[src/rtl/mem_fifo_pkg.sv]
// shared widths, word types and queue depth for the memory port queue and bank
`default_nettype none

package mem_fifo_pkg;

  // bank geometry
  localparam int unsigned AW = 10;    // word address, 1024-word bank
  localparam int unsigned DW = 32;    // data word
  localparam int unsigned BW = 4;     // one enable per byte

  // packed request: addr, wdata, be, we from the top bits down
  localparam int unsigned REQ_W = AW + DW + BW + 1;

  // default depth of request and response FIFOs
  localparam int unsigned QUEUE_DEPTH = 4;

  typedef logic [AW-1:0]    addr_t;      // word address
  typedef logic [DW-1:0]    data_t;      // read or write data
  typedef logic [BW-1:0]    be_t;        // byte enables
  typedef logic [REQ_W-1:0] req_word_t;  // request as stored in the FIFO

endpackage

`default_nettype wire

[src/rtl/mem_port_fifo.sv]
// decoupling queue for one memory requester port, with request FIFO, response hold and response FIFO
`timescale 1ns/1ps
`default_nettype none

module mem_port_fifo
  import mem_fifo_pkg::*;
(
  input  wire logic  clk_i,
  input  wire logic  rst_ni,
  input  wire logic  clear_i,
  output logic       empty_o,
  // requester side
  input  wire logic  req_i,
  output logic       gnt_o,
  input  wire addr_t addr_i,
  input  wire data_t wdata_i,
  input  wire be_t   be_i,
  input  wire logic  we_i,
  output logic       r_valid_o,
  output data_t      r_data_o,
  input  wire logic  r_ready_i,
  // memory side
  output logic       mem_req_o,
  input  wire logic  mem_gnt_i,
  output addr_t      mem_addr_o,
  output data_t      mem_wdata_o,
  output be_t        mem_be_o,
  output logic       mem_we_o,
  input  wire logic  mem_r_valid_i,
  input  wire data_t mem_r_data_i
);

  req_word_t req_push_data;
  req_word_t req_pop_data;
  logic      req_pop_valid;
  logic      req_empty;

  logic      resp_push_valid;
  data_t     resp_push_data;
  logic      resp_push_ready;
  logic      resp_pop_valid;
  logic      resp_empty;

  logic      hold_valid_q;   // a response is parked outside the FIFO
  data_t     hold_data_q;
  logic      hold_load;

  assign req_push_data = {addr_i, wdata_i, be_i, we_i};

  stream_fifo #(
    .WIDTH ( REQ_W       ),
    .DEPTH ( QUEUE_DEPTH )
  ) i_fifo_req (
    .clk_i        ( clk_i         ),
    .rst_ni       ( rst_ni        ),
    .clear_i      ( clear_i       ),
    .push_valid_i ( req_i         ),
    .push_data_i  ( req_push_data ),
    .push_ready_o ( gnt_o         ),
    .pop_valid_o  ( req_pop_valid ),
    .pop_data_o   ( req_pop_data  ),
    .pop_ready_i  ( mem_gnt_i     ),  // bank grant pops the entry
    .empty_o      ( req_empty     )
  );

  assign {mem_addr_o, mem_wdata_o, mem_be_o, mem_we_o} = req_pop_data;

  // only ask the bank when the answer has somewhere to go
  assign mem_req_o = req_pop_valid & resp_push_ready;

  // held response goes first to keep order
  assign resp_push_valid = hold_valid_q | mem_r_valid_i;
  assign resp_push_data  = hold_valid_q ? hold_data_q : mem_r_data_i;

  // new response not taken by the FIFO this cycle
  assign hold_load = mem_r_valid_i & (hold_valid_q | ~resp_push_ready);

  always_ff @(posedge clk_i or negedge rst_ni)
  begin
    if (!rst_ni)
      hold_valid_q <= 1'b0;
    else if (clear_i)
      hold_valid_q <= 1'b0;
    else if (hold_load)
      hold_valid_q <= 1'b1;
    else if (hold_valid_q && resp_push_ready)
      hold_valid_q <= 1'b0;   // drained into the FIFO
  end

  always_ff @(posedge clk_i)
  begin
    if (hold_load)
      hold_data_q <= mem_r_data_i;
  end

  stream_fifo #(
    .WIDTH ( DW          ),
    .DEPTH ( QUEUE_DEPTH )
  ) i_fifo_resp (
    .clk_i        ( clk_i           ),
    .rst_ni       ( rst_ni          ),
    .clear_i      ( clear_i         ),
    .push_valid_i ( resp_push_valid ),
    .push_data_i  ( resp_push_data  ),
    .push_ready_o ( resp_push_ready ),
    .pop_valid_o  ( resp_pop_valid  ),
    .pop_data_o   ( r_data_o        ),
    .pop_ready_i  ( r_ready_i       ),
    .empty_o      ( resp_empty      )
  );

  assign r_valid_o = resp_pop_valid & r_ready_i;   // marks transfer cycles only
  assign empty_o   = req_empty & resp_empty;

endmodule

`default_nettype wire

[src/rtl/stream_fifo.sv]
// circular-buffer FIFO with valid/ready on both sides, used for request and response queues
`timescale 1ns/1ps
`default_nettype none

module stream_fifo
  import mem_fifo_pkg::*;
#(
  parameter int unsigned WIDTH = 32,
  parameter int unsigned DEPTH = QUEUE_DEPTH
)
(
  input  wire logic             clk_i,
  input  wire logic             rst_ni,
  input  wire logic             clear_i,
  input  wire logic             push_valid_i,
  input  wire logic [WIDTH-1:0] push_data_i,
  output logic                  push_ready_o,
  output logic                  pop_valid_o,
  output logic      [WIDTH-1:0] pop_data_o,
  input  wire logic             pop_ready_i,
  output logic                  empty_o
);

  localparam int unsigned PTR_W = (DEPTH > 1) ? $clog2(DEPTH) : 1;
  localparam int unsigned CNT_W = $clog2(DEPTH + 1);

  logic [WIDTH-1:0] mem_q [DEPTH];
  logic [PTR_W-1:0] wr_ptr_q;
  logic [PTR_W-1:0] rd_ptr_q;
  logic [CNT_W-1:0] count_q;
  logic             full;
  logic             push;
  logic             pop;

  assign full    = (count_q == CNT_W'(DEPTH));
  assign empty_o = (count_q == '0);

  // a full buffer still takes data when an entry leaves in the same cycle
  assign push_ready_o = ~full | pop_ready_i;
  assign pop_valid_o  = ~empty_o;
  assign pop_data_o   = mem_q[rd_ptr_q];   // registered storage, no fall-through

  assign push = push_valid_i & push_ready_o;
  assign pop  = pop_valid_o & pop_ready_i;

  always_ff @(posedge clk_i or negedge rst_ni)
  begin
    if (!rst_ni)
    begin
      wr_ptr_q <= '0;
      rd_ptr_q <= '0;
      count_q  <= '0;
    end
    else if (clear_i)
    begin
      wr_ptr_q <= '0;
      rd_ptr_q <= '0;
      count_q  <= '0;
    end
    else
    begin
      if (push)
        wr_ptr_q <= (wr_ptr_q == PTR_W'(DEPTH - 1)) ? '0 : wr_ptr_q + 1'b1;
      if (pop)
        rd_ptr_q <= (rd_ptr_q == PTR_W'(DEPTH - 1)) ? '0 : rd_ptr_q + 1'b1;
      if (push && !pop)
        count_q <= count_q + 1'b1;
      else if (pop && !push)
        count_q <= count_q - 1'b1;
    end
  end

  // storage payload
  always_ff @(posedge clk_i)
  begin
    if (push)
      mem_q[wr_ptr_q] <= push_data_i;
  end

endmodule

`default_nettype wire

[config.mk]
export PLATFORM = sky130hd
export DESIGN_NAME = mem_port_fifo
export DESIGN_NICKNAME = d
export VERILOG_FILES = /design/src/rtl/mem_fifo_pkg.sv /design/src/rtl/mem_port_fifo.sv /design/src/rtl/stream_fifo.sv
export SDC_FILE = /design/constraint.sdc
export NUM_CORES = 1
export LEC_CHECK = 0
export BUFFER_PORTS_ARGS = -buffer_cell sky130_fd_sc_hd__buf_2
export CORE_MARGIN = 5
export CORE_UTILIZATION = 30
export CTS_CLUSTER_SIZE = 28
export DETAILED_ROUTE_END_ITERATION = 8
export PLACE_DENSITY_LB_ADDON = 0.2
export SYNTH_ARGS = -nofsm -noshare
export SYNTH_HDL_FRONTEND = slang
export SYNTH_HIERARCHICAL = 1
export SYNTH_SLANG_ARGS = --single-unit
[constraint.sdc]
create_clock -name clk_i -period 3.5 [get_ports clk_i]
set_clock_uncertainty 0.2 [all_clocks]
set_input_delay 0.7 -clock clk_i [delete_from_list [all_inputs] [get_ports clk_i]]
set_output_delay 0.7 -clock clk_i [all_outputs]
set_load 0.005 [all_outputs]
# [Word level (Yosys, flattened, before mapping)]
# Memory sizes are Yosys's and may differ from the RTL's.
# Index checks and enable logic that the tools add are counted.
[word_totals] regBits=47 ramBits=316 input_bits=86 out_inout_bits=83 elab_cells=84 n_memories=2
[memory_table] name="i_fifo_req.mem_q" words=4 width=47 read_ports=1 rd_clocked_by_memory_dff=0 write_ports=1 line="stream_fifo.sv:27" text="logic [WIDTH-1:0] mem_q [DEPTH];"
[memory_table] name="i_fifo_resp.mem_q" words=4 width=32 read_ports=1 rd_clocked_by_memory_dff=0 write_ports=1 line="stream_fifo.sv:27"
[classes] n_addsub=8 eq_ne=6 muxes=26 n_bitwise=16 reduce_logical=18
[op_table] op="$mux W32" n=1
[op_table] op="$mux W2" n=12
[op_table] op="$mux W3" n=6
[op_table] op="$reduce_bool A3 Y1" n=3
[op_table] op="$add A2 B1 Y2 const B" n=4
[op_table] op="$eq A2 B2 Y1 const B" n=4
[op_table] op="$reduce_bool A2 Y1" n=4
[op_table] op="$and A1 B1 Y1" n=7
[op_table] op="$mux W1" n=7
[op_table] op="$add A3 B1 Y3 const B" n=2
[op_table] op="$eq A3 B3 Y1 const B" n=2
[op_table] op="$logic_not A3 Y1" n=2
[op_table] op="$sub A3 B1 Y3 const B" n=2
[op_table] op="$logic_and A1 B1 Y1" n=5
[op_table] op="$not A1 Y1" n=5
[op_table] op="$logic_not A1 Y1" n=4
[op_table] op="$or A1 B1 Y1" n=4

# [Longest topological paths before layout]
# Gate-level depths: netlist of run 1.
[depth] word_depth=9 mapped_depth=9 ltp_nobuf=7

# [Hierarchy]
# The synthesis of run 1 kept the hierarchy.
[by_module_without_submodules] module="stream_fifo at i_fifo_req" instances=1 cells_each=305 area_per_inst_um2=7342.0 seq_area_each_um2=5820.6
[by_module_without_submodules] module="stream_fifo at i_fifo_resp" instances=1 cells_each=227 area_per_inst_um2=5153.7 seq_area_each_um2=4018.9
[by_module_without_submodules] module="mem_port_fifo" instances=1 cells_each=78 area_per_inst_um2=1597.8 seq_area_each_um2=985.9

# [Worst setup path after synthesis of run 1]
# OpenSTA, ideal clock, no wires.
[synth_path] path_kind="input to register" startpoint="input r_ready_i" endpoint="register hold_data_q[0], enable pin" setup_ns=0.430 arrival_time_ns=2.714 t_required_ns=2.870 setup_slack_ns=0.157 cell_stages=3 n_path_buf=0 path_cell_list="nor4b_2 > inv_2 > a21boi_1"
[synth_via] elab_chain_cells=4
[synth_rtl] item="start, declared" line="mem_port_fifo.sv:21" text="input wire logic r_ready_i,"
[synth_rtl] item="$or A1 B1 Y1" line="stream_fifo.sv:39" text="assign push_ready_o = ~full | pop_ready_i;"
[synth_rtl] item="via resp_push_ready" line="mem_port_fifo.sv:40" text="logic resp_push_ready;"
[synth_rtl] item="$not A1 Y1" line="mem_port_fifo.sv:76" text="assign hold_load = mem_r_valid_i & (hold_valid_q | ~resp_push_ready);"
[synth_rtl] item="$or A1 B1 Y1" line="mem_port_fifo.sv:76"
[synth_rtl] item="$and A1 B1 Y1" line="mem_port_fifo.sv:76"
[synth_rtl] item="via hold_load" line="mem_port_fifo.sv:46" text="logic hold_load;"
[synth_rtl] item="end signal, assigned" line="mem_port_fifo.sv:93" text="hold_data_q <= mem_r_data_i;"
[synth_rtl] item="end, declared" line="mem_port_fifo.sv:45" text="data_t hold_data_q;"
# The timed path passes the listed nets, and every way through them passes these cells.
# A chain may end at the register's enable or synchronous reset.

# [Worst setup path after layout of run 1]
[layout_path] startpoint="register i_fifo_req.rd_ptr_q[0]" endpoint="output mem_be_o[0]"
[layout_via] elab_chain_cells=1
[layout_rtl] item="start, declared" line="stream_fifo.sv:29" text="logic [PTR_W-1:0] rd_ptr_q;"
[layout_rtl] item="start signal, assigned" line="stream_fifo.sv:65" text="rd_ptr_q <= (rd_ptr_q == PTR_W'(DEPTH - 1)) ? '0 : rd_ptr_q + 1'b1;"
[layout_rtl] item="$mem_v2 Z4 W47"
[layout_rtl] item="end, declared" line="mem_port_fifo.sv:27" text="output be_t mem_be_o,"
# No other way between the ends.

==> key figures, run 1 <==
Finish
  – Post-Layout Inst Area: 17,000 um2
  – Filler Cells Inserted: between 4,000 and 5,000
  – Final Non-Filler Cells: 1,448
  – Layout cell share with drive strength beyond 1: 0.434
  – Nets: between 900 and 1,000
  – Area Overhead vs Synth: 20.6%

Timing
  – Slew HR: 0.530
  – Final setup viols: 0
  – Fmax: between 300 and 400 MHz
  – Setup Total Neg Slack: 0 ns
  – Slew Limit Fails: 0
  – RSZ-0062 raised after global routing: no
  – Period utilization: 0.940
  – Min setup slack post-route: about 0.21 ns
  – Worst-margin pin slew: between 0.7 and 0.8 ns
  – Tmin final: 3.29 ns
  – Final hold vios: 0

CTS
  – Number of CTS-inserted buffers: 41
  – Clock buffer depth: 3
  – TritonCTS clock tree: yes
  – Clock-pin transition on the worst setup and hold timing paths: 0.06 ns
  – Setup Buffers After CTS: 0
  – Skew-Pair Late Insertion Delay: 0.54 ns
  – Clock sink total: 363
  – Root Driver: clkbuf_16
  – CTS HTree Levels: 2

Floorplanning
  – Die Area: ~51,000 um2
  – Die Y: 227 um
  – # rows: 79
  – Die width: 227 um
  – # IOs: about 170
  – Starting Density: 0.303
  – Core Footprint: between 40,000 and 50,000 um2

Global route
  – Met1 Usage GRT: 0.141
  – Antenna violations before repair: 3
  – Top Usage Layer GRT: met2
  – GRT Resource Usage Total: 0.110
  – First-pass GRT wire length: about 43,000 um
  – GR Util met2: 0.177
  – Vias in the first global route: 7,047
  – Pin count of the biggest net entering global routing: 48
  – Global routing usage on met3: 0.0370
  – Global route overflow: 0

Logic synthesis
  – Most used DFF post-synth: edfxtp_1
  – Top-count cell post-synth: edfxtp_1
  – Distinct cells, synth: 46
  – Area share of the largest cell type after synthesis: 0.741
  – Sequential fraction of the synthesis area: 0.768
  – Synth Cell Area: 14,100 um2
  – Yosys top cell by area: edfxtp_1
  – Mean Syn Cell Area: 23.1 um2
  – Cells after Synth: 610
  – Post-synth top cells: 348 x edfxtp_1, 78 x mux4_2, 28 x mux2_4
  – Syn. warnings: 6
  – Post-synth ARST share: 0.0413
  – Post-synth EDFFs: 348
  – Syn nets: 708
  – Synth Register Bits: 363
  – Synth top area cells: edfxtp_1 74%, mux4_2 12%, mux2_4 3.0%, dfrtp_1 2.7%, ha_1 0.89%

Drt
  – Vias per std cell: ~4.5
  – Drt total wl: around 28,000 um
  – DRT iter0 DRCs: 386
  – Via Count: 6,509
  – DR WL/cell: 19.6 um
  – Total iterations of the first detailed-routing run: 4
  – DRC viols: 0
  – Routed Antenna Nets: 0

Setup path
  – Critical Path RT: about 2.6 ns
  – Type of origin of the critical path: register
  – Critical path type: reg -> out
  – Max Fanout on Critical Path: 27
  – CP Capture Type: output pin
  – Critical path data arrival time: around 2.4 ns

Place
  – Detailed Place HPWL: 17,500 um
  – Placed cells: between 1,000 and 1,500
  – GPL Wtd Cong: 0.708
  – Pre-CTS WS: 0.700 ns
  – Placed instance area: 15,700 um2
  – Number of port buffers: 168

Pwr
  – Pwr per Cell Area: between 600 and 700 nW/um2
  – Total power: ~0.011 W
  – Static leakage: about 5.7 nW
  – Maximum vdd drop: 408 uV

Outcome
  – Status: finished, final reports clean

Min path
  – Worst hold path type: in -> reg

Run
  – Max-cap violations: 0
## layout make-up
cell class | count | area (um2) | area share
diodes | 2 | 5.00 | 0.000294
clock inverters | 20 | 170 | 0.0100
well taps | 607 | 759 | 0.0447
flip-flops and latches | 363 | 10800 | 0.637
clock buffers | 51 | 1110 | 0.0651
repair buffers | 185 | 1070 | 0.0630
multi-input cells | 205 | 3000 | 0.176
inverters | 15 | 58.8 | 0.00346
## worst max-delay path, stage by stage, from the launching register on
cell and delay [ns]:
dfrtp_4 0.79, buf_4 0.36, mux4_2 0.53, buf_2 0.14
## state kept, by name, summed over array words and instances (netlist names)
register and cells:
hold_data_q 32, hold_valid_q 1, i_fifo_req/mem_q 188, i_fifo_resp/wr_ptr_q 2, i_fifo_req/wr_ptr_q 2, i_fifo_resp/mem_q 128
i_fifo_resp/count_q 3, i_fifo_req/rd_ptr_q 2, i_fifo_req/count_q 3, i_fifo_resp/rd_ptr_q 2
## through the flow
stage / utilization / hold slack (ns)
CTS: 0.365 / 0.103
finish: 0.365 / 0.142
global placement: 0.337 / 0.362
floorplan: - / 0.204
global route: 0.365 / 0.117
detailed placement: 0.337 / 0.368
## layout by cell type (no fill, tap or decap), types with 3 or more instances in the layout
cell type	netlist	routed
bufinv_16	0	3
and3_2	0	4
clkbuf_16	0	43
dfrtp_1	15	11
mux2_4	28	28
buf_4	6	8
buf_2	8	168
clkinv_1	0	13
a21oi_1	6	6
o21ai_0	4	4
clkbuf_1	4	8
dfrtp_2	0	3
and2_1	3	3
edfxtp_1	348	348
ha_1	10	10
buf_12	5	8
mux4_2	78	78
clkinvlp_4	0	3
inv_1	13	13
or3_1	3	3
mux2_2	6	6
nor2_1	16	16
and3_1	10	6
## metal layers
metal / share of wire / wire length (um)
met1: 0.41 / 11800
met2: 0.48 / 13600
met3: 0.089 / 2540
met4: 0.019 / 550
met5: 0.00025 / 7
## logic make-up (layout without fill, tap and decap cells)
family / after synthesis / in the layout / synth area share
flip-flops: 363 / 363 / 0.768
other: 0 / 2 / 0
adder cells (fa/ha/maj): 12 / 12 / 0.0117
AND/OR/NAND/NOR: 50 / 50 / 0.0210
multiplexers: 117 / 117 / 0.164
buffers and inverters: 42 / 271 / 0.0205
XOR/XNOR: 2 / 2 / 0.00124
AO/OA/AOI/OAI: 24 / 24 / 0.0132
## what timing repair did
| item | 4_1_cts | 5_1_grt |
|---|---|---|
| resized for setup | 0 | 0 |
| hold buffers | 1 | 0 |
| endpoints found under the hold margin | 15 | 0 |
## power by group
part	leakage [nW]	switching, W	total, W	internal, W
combinational	1.75	0.000999	0.00207	0.00107
clock	0.607	0.00161	0.00406	0.00245
sequential	3.38	0.000188	0.00533	0.00514
## worst paths after layout
kind,start,endpoint,slack [ns],cells past startpoint
max in group asynchronous,rst_ni,i_fifo_resp/rd_ptr_q[0]$_DFFE_PN0P_,2.37,2
setup reg to reg,i_fifo_resp/count_q[0]$_DFFE_PN0P_,i_fifo_resp/count_q[2]$_DFFE_PN0P_,1.04,7
hold / removal,mem_r_data_i[1],hold_data_q[1]$_DFFE_PP_,0.14,1
setup / recovery,i_fifo_req/rd_ptr_q[0]$_DFFE_PN0P_,mem_be_o[0],0.21,3
hold reg to reg,hold_data_q[23]$_DFFE_PP_,i_fifo_resp/mem_q[0][23]$_DFFE_PP_,0.37,1
min in group asynchronous,rst_ni,i_fifo_req/count_q[2]$_DFFE_PN0P_,0.41,2
Power figures use the tool's default switching activity.
==> run 2: changes to the inputs <==
- ABC_AREA: default -> 1
- CORE_UTILIZATION: 30 -> 35
==> run 2 against run 1 <==
Combinational power rose by 42%. Sequential power rose by 0.9%. Largest cell class unchanged. Total power rose by 7.6%. Via count rose by 34%. Routed wire length rose by 15%. Largest power group unchanged. Non-clock buffer count rose by 8.
==> key figures, run 2 <==
Timing
  – Period utilization: 0.863
  – Slew HR: 0.561
  – Worst-margin pin slew: 0.658 ns
  – Fmax: 331 MHz
  – Slew Limit Fails: 0
  – RSZ-0062 raised after global routing: no
  – Final hold vios: 0
  – Tmin final: between 3 and 4 ns
  – Final setup viols: 0
  – Hold_ws: 0.147 ns

Setup path
  – Critical path type: reg -> out
  – Worst reg-to-reg setup slack: 1.36 ns
  – Worst-path cell chain: inv_2 -> buf_4 -> o21ai_0 -> o22ai_1 -> buf_2
  – Max Fanout on Critical Path: 39
  – Critical path data arrival time: between 2 and 2.5 ns
  – Slowest CP cell: dfrtp_2
  – Critical Path RT: approximately 2.6 ns
  – Type of origin of the critical path: register
  – Max incr delay on CP: 0.58 ns
  – CP Capture Type: output pin

Floorplanning
  – Die Area: 44,600 um2
  – # rows: 73
  – Core Footprint: 39,900 um2
  – Starting Density: 0.355
  – # IOs: 169
  – Die Y: 211 um
  – Die width: approximately 210 um

Logic synthesis
  – Synth Register Bits: ~360
  – Syn. warnings: 6
  – Yosys top cell by area: edfxtp_1
  – Post-synth ARST share: 0.0413
  – Synth top area cells: edfxtp_1 74%, o21ai_0 4.8%, nor2_1 4.4%, o22ai_1 3.5%, nand2_1 3.2%
  – Syn nets: 1,147
  – Post-synth top cells: 348 x edfxtp_1, 168 x nor2_1, 136 x o21ai_0
  – Cells after Synth: 1,049
  – Area share of the largest cell type after synthesis: 0.737
  – Synth Cell Area: roughly 14,000 um2
  – Post-synth EDFFs: 348
  – Most used DFF post-synth: edfxtp_1
  – Top-count cell post-synth: edfxtp_1
  – Mean Syn Cell Area: 13.5 um2
  – Distinct cells, synth: 27
  – Sequential fraction of the synthesis area: 0.764

Drt
  – DRT iter0 DRCs: 505
  – Routed Antenna Nets: 0
  – DRC viols: 0
  – Drt total wl: 32,800 um
  – DR WL/cell: 18.4 um
  – Vias per std cell: 4.89
  – Via Count: 8,733
  – Total iterations of the first detailed-routing run: 4

CTS
  – Number of CTS-inserted buffers: 40
  – Root Driver: clkbuf_16
  – TritonCTS clock tree: yes
  – Clock-pin transition on the worst setup and hold timing paths: 0.06 ns
  – Clock sink total: 363
  – Clock buffer depth: 3
  – CTS resizes: 0
  – Skew-Pair Late Insertion Delay: between 0.5 and 0.6 ns
  – CTS HTree Levels: 2

Outcome
  – Status: finished, final reports clean

Global route
  – First-pass GRT wire length: 50,700 um
  – Met1 Usage GRT: 0.189
  – Antenna violations before repair: 8
  – Top Usage Layer GRT: met2
  – Pin count of the biggest net entering global routing: 67
  – GR Util met2: 0.235
  – GRT Resource Usage Total: 0.145
  – Vias in the first global route: 8,711
  – Global routing usage on met3: 0.0466
  – Global route overflow: 0

Finish
  – Nets: between 1,000 and 1,500
  – Final Non-Filler Cells: 1,787
  – Layout cell share with drive strength beyond 1: 0.222
  – Post-Layout Inst Area: between 15,000 and 20,000 um2
  – Area Overhead vs Synth: 19.5%
  – Max reg flops: 188
  – Leading cell type in the layout, fill and taps excluded: edfxtp_1
  – Largest regs: i_fifo_req/mem_q x188, i_fifo_resp/mem_q x128, hold_data_q x32
  – Reg with most FFs: i_fifo_req/mem_q
  – Most frequent cells in the layout: 348 x edfxtp_1, 168 x buf_2, 160 x nor2_1

Place
  – Detailed Place HPWL: 18,700 um
  – Placed cells: 1,709
  – Placed instance area: 15,700 um2
  – Number of port buffers: between 150 and 200
  – GPL Wtd Cong: around 0.73

Pwr
  – Static leakage: between 6 and 7 nW
  – Maximum vdd drop: 419 uV
  – Pwr per Cell Area: 727 nW/um2

Min path
  – Worst hold path type: in -> reg

Run
  – Max-cap violations: 0
==> run 2: changes by cell type after synthesis, moves of 9 or more <==
| cell | before | now |
|---|---|---|
| nor2_1 | 16 | 168 |
| o21ai_0 | 4 | 136 |
| nand2_1 | 2 | 119 |
| o22ai_1 | 0 | 79 |
| mux4_2 | 78 | 0 |
| o21ai_1 | 0 | 33 |
| mux2_4 | 28 | 0 |
| clkbuf_1 | 4 | 27 |
| inv_1 | 13 | 36 |
| and3_1 | 10 | 0 |
| buf_2 | 8 | 17 |
==> run 2: logic make-up (layout without fill, tap and decap cells) <==
group,after synthesis,count (layout),share of synthesized area
other,0,3,0
and+or+nand+nor,322,322,0.0945
AOI/OAI and AO/OA,254,254,0.0982
adders and majority gates,12,12,0.0117
buffers and inverters,98,308,0.0320
DFF,363,363,0.764
==> run 2: area by class of cell <==
type / instances / area, um2
inverters: 41 / 159
well taps: 525 / 657
diodes: 3 / 7.51
multi-input cells: 588 / 2960
clock buffers: 58 / 1090
flip-flops and latches: 363 / 10800
clock inverters: 16 / 154
repair buffers: 193 / 1090
fillers: 3688 / 23000
==> run 2: per-layer routing <==
metal  wire length, um  part of all wire  vias to the layer above
met4               516             0.016                       12
met3              2560             0.078                       51
met1             13900              0.42                     4267
li1                  -                 -                     4188
met2             15700              0.48                      215
met5                80            0.0024                        -
==> run 2: critical path: cells and delay by family (launching register included) <==
family	cells	cell delay [ns]
buf+inv	3	0.67
flops	1	0.58
compound gates	2	0.33
==> run 2: metrics by stage <==
| step | utilization | setup TNS (ns) | total power (W) | worst slack, ns |
|---|---|---|---|---|
| after floorplan | - | -18.63 | 0.00717 | -0.0991 |
| after global placement | 0.393 | 0 | 0.00846 | 1.01 |
| after detailed placement | 0.393 | 0 | 0.00848 | 0.996 |
| after CTS | 0.424 | 0 | 0.0126 | 0.408 |
| after global routing | 0.424 | 0 | 0.0131 | 0.284 |
| final | 0.425 | 0 | 0.0123 | 0.478 |
==> run 2: power breakdown <==
part / switching, W / internal [W]
clock network: 0.00162 / 0.00239
logic: 0.00192 / 0.00102
registers: 0.000153 / 0.00523
==> run 2: what timing repair did <==
item,4_1_cts,5_1_grt
hold endpoints to repair,15,0
setup buffers,0,0
hold buffers,1,0
==> run 2: final timing paths <==
kind,start,end,cells past startpoint
setup / recovery,i_fifo_req/rd_ptr_q[0]$_DFFE_PN0P_,mem_wdata_o[18],5
hold / removal,mem_r_data_i[11],hold_data_q[11]$_DFFE_PP_,1
setup reg to reg,hold_valid_q$_DFFE_PN0P_,i_fifo_resp/count_q[1]$_DFFE_PN0P_,8
hold reg to reg,hold_data_q[11]$_DFFE_PP_,i_fifo_resp/mem_q[3][11]$_DFFE_PP_,2
max in group asynchronous,rst_ni,i_fifo_req/rd_ptr_q[0]$_DFFE_PN0P_,2
min in group asynchronous,rst_ni,i_fifo_req/count_q[2]$_DFFE_PN0P_,2
==> run 3: changes to the inputs <==
- clock period: 3.5 -> 2.6 ns (I/O delays scaled with it)
==> run 3 against run 2 <==
Flip-flop and latch count stayed put. Cell area is 9.3% higher. Combinational power is 69% higher. Via count is 5.6% higher. Critical path depth stayed put. Die area stayed put. Largest power group unchanged.
==> key figures, run 3 (synthesized netlist as in run 2, its figures left out) <==
Outcome
  – Status: finished, final reports clean

Finish
  – Leading cell type in the layout, fill and taps excluded: edfxtp_1
  – Post-Layout Inst Area: ~19,000 um2
  – Filler Cells Inserted: ~3,600
  – Most frequent cells in the layout: 348 x edfxtp_1, 167 x buf_2, 155 x nor2_1
  – Max reg flops: 188
  – Nets: 1,432
  – Reg with most FFs: i_fifo_req/mem_q
  – Layout cell share with drive strength beyond 1: 0.252
  – Area Overhead vs Synth: 30.6%
  – Largest regs: i_fifo_req/mem_q x188, i_fifo_resp/mem_q x128, hold_data_q x32

Drt
  – Vias per std cell: 4.88
  – Routed Antenna Nets: 0
  – DRC viols: 0
  – Total iterations of the first detailed-routing run: 5
  – DR WL/cell: ~19 um
  – DRT iter0 DRCs: 551
  – Drt total wl: 35,800 um
  – Via Count: 9,224

Global route
  – Vias in the first global route: 9,252
  – Pin count of the biggest net entering global routing: 49
  – GRT Resource Usage Total: 0.151
  – Antenna violations before repair: 3
  – Global route overflow: 0
  – First-pass GRT wire length: 52,900 um

Place
  – GPL Wtd Cong: 0.712
  – Number of port buffers: between 150 and 200
  – Placed instance area: about 16,000 um2
  – Detailed Place HPWL: 19,800 um

Timing
  – Slew Limit Fails: 0
  – Tmin final: ~2.6 ns
  – Final setup viols: 0
  – Setup Total Neg Slack: 0 ns
  – Worst-margin pin slew: 0.518 ns
  – Final hold vios: 0
  – Period utilization: 0.998
  – Slew HR: 0.655
  – Fmax: between 300 and 400 MHz
  – RSZ-0062 raised after global routing: yes

Setup path
  – Type of origin of the critical path: register
  – Critical Path RT: 1.88 ns
  – CP Capture Type: output pin
  – Critical path data arrival time: 1.87 ns
  – Reg2reg path depth: 8
  – Max Fanout on Critical Path: 7
  – Critical path type: reg -> out

CTS
  – TritonCTS clock tree: yes
  – Number of CTS-inserted buffers: 41
  – Root Driver: clkbuf_16
  – CTS HTree Levels: 2
  – Clock buffer depth: 3
  – Clock sink total: 363
  – Skew-Pair Late Insertion Delay: roughly 0.55 ns
  – Clock-pin transition on the worst setup and hold timing paths: 0.06 ns

Pwr
  – Pwr per Cell Area: ~950 nW/um2
  – Static leakage: 6.78 nW
  – Maximum vdd drop: 599 uV

Run
  – Max-cap violations: 0

Floorplanning
  – # IOs: 169
  – # rows: 73
  – Die Area: 44,600 um2
  – Die width: 211 um
  – Die Y: 211 um
  – Core Footprint: 39,900 um2
  – Starting Density: 0.355

Min path
  – Worst hold stages: 4
  – Worst hold path type: in -> reg
[run 3: cell types whose count changed in the layout (fill, tap and decap cells not counted), moves of 13 or more]
cell	before	now
buf_12	5	18
o22ai_1	79	59
o21ai_0	136	105
dlygate4sd3_1	1	81
o21ai_1	33	55
o22ai_2	0	20
[run 3: per-stage QoR]
step	total power, W	instances	setup WS [ns]	hold WS [ns]	util
finish	0.0176	1892	0.00560	0.144	0.464
global route	0.0186	1892	-0.0655	0.169	0.464
CTS	0.0172	1876	-0.0465	0.117	0.452
detailed placement	0.0116	1718	0.435	0.292	0.398
global placement	0.0115	1718	0.471	0.299	0.398
floorplan	0.00965	1049	-0.241	0.0244	-
[run 3: critical path: stages (launching register included)]
cell,delay [ns]
dfrtp_2,0.51
buf_6,0.20
clkbuf_16,0.16
o21ai_2,0.05
o22ai_1,0.22
buf_2,0.17
[run 3: path summary, 6_finish.rpt]
check                                                   start                                  end  slack, ns
max                        i_fifo_req/rd_ptr_q[0]$_DFFE_PN0P_                       mem_wdata_o[2]      0.006
min                                                 mem_gnt_i   i_fifo_req/rd_ptr_q[1]$_DFFE_PN0P_       0.14
max reg2reg                i_fifo_resp/count_q[0]$_DFFE_PN0P_   i_fifo_resp/count_q[1]$_DFFE_PN0P_       0.65
min reg2reg                         hold_data_q[13]$_DFFE_PP_   i_fifo_resp/mem_q[2][13]$_DFFE_PP_       0.39
max in group asynchronous                              rst_ni  i_fifo_resp/rd_ptr_q[0]$_DFFE_PN0P_       1.63
min in group asynchronous                              rst_ni    i_fifo_req/count_q[2]$_DFFE_PN0P_       0.23
[run 3: routing by layer]
metal | vias up | routed length (um) | GRT usage
li1 | 4412 | - | -
met1 | 4554 | 15500 | 0.197
met2 | 210 | 17700 | 0.256
met3 | 44 | 1970 | 0.0346
met4 | 4 | 570 | 0.0416
met5 | - | 29 | 0
[run 3: final cells by class]
| type | instances | area, um2 | area share |
|---|---|---|---|
| Antenna cell | 1 | 2.50 | 0.000135 |
| Clock buffer | 49 | 1060 | 0.0570 |
| Clock inverter | 26 | 194 | 0.0105 |
| Inverter | 41 | 171 | 0.00926 |
| Multi-Input combinational cell | 588 | 3140 | 0.169 |
| Sequential cell | 363 | 10800 | 0.585 |
| Tap cell | 525 | 657 | 0.0355 |
| Timing Repair Buffer | 298 | 2460 | 0.133 |
| Timing Repair inverter | 1 | 5.00 | 0.000270 |
[run 3: what timing repair did]
item	4_1_cts	5_1_grt
resized for setup	8	85
setup endpoints to repair	30	51
pin swaps	0	16
hold endpoints to repair	236	0
hold buffers	81	0
cloned	2	10
setup buffers	0	5
[run 3: report_power, final]
group	total (W)	leakage, nW	internal [W]	switching (W)
Combinational	0.00498	2.80	0.00202	0.00297
Sequential	0.00723	3.38	0.00704	0.000198
Clock	0.00538	0.603	0.00310	0.00228
Total	0.0176	6.78	0.0122	0.00544
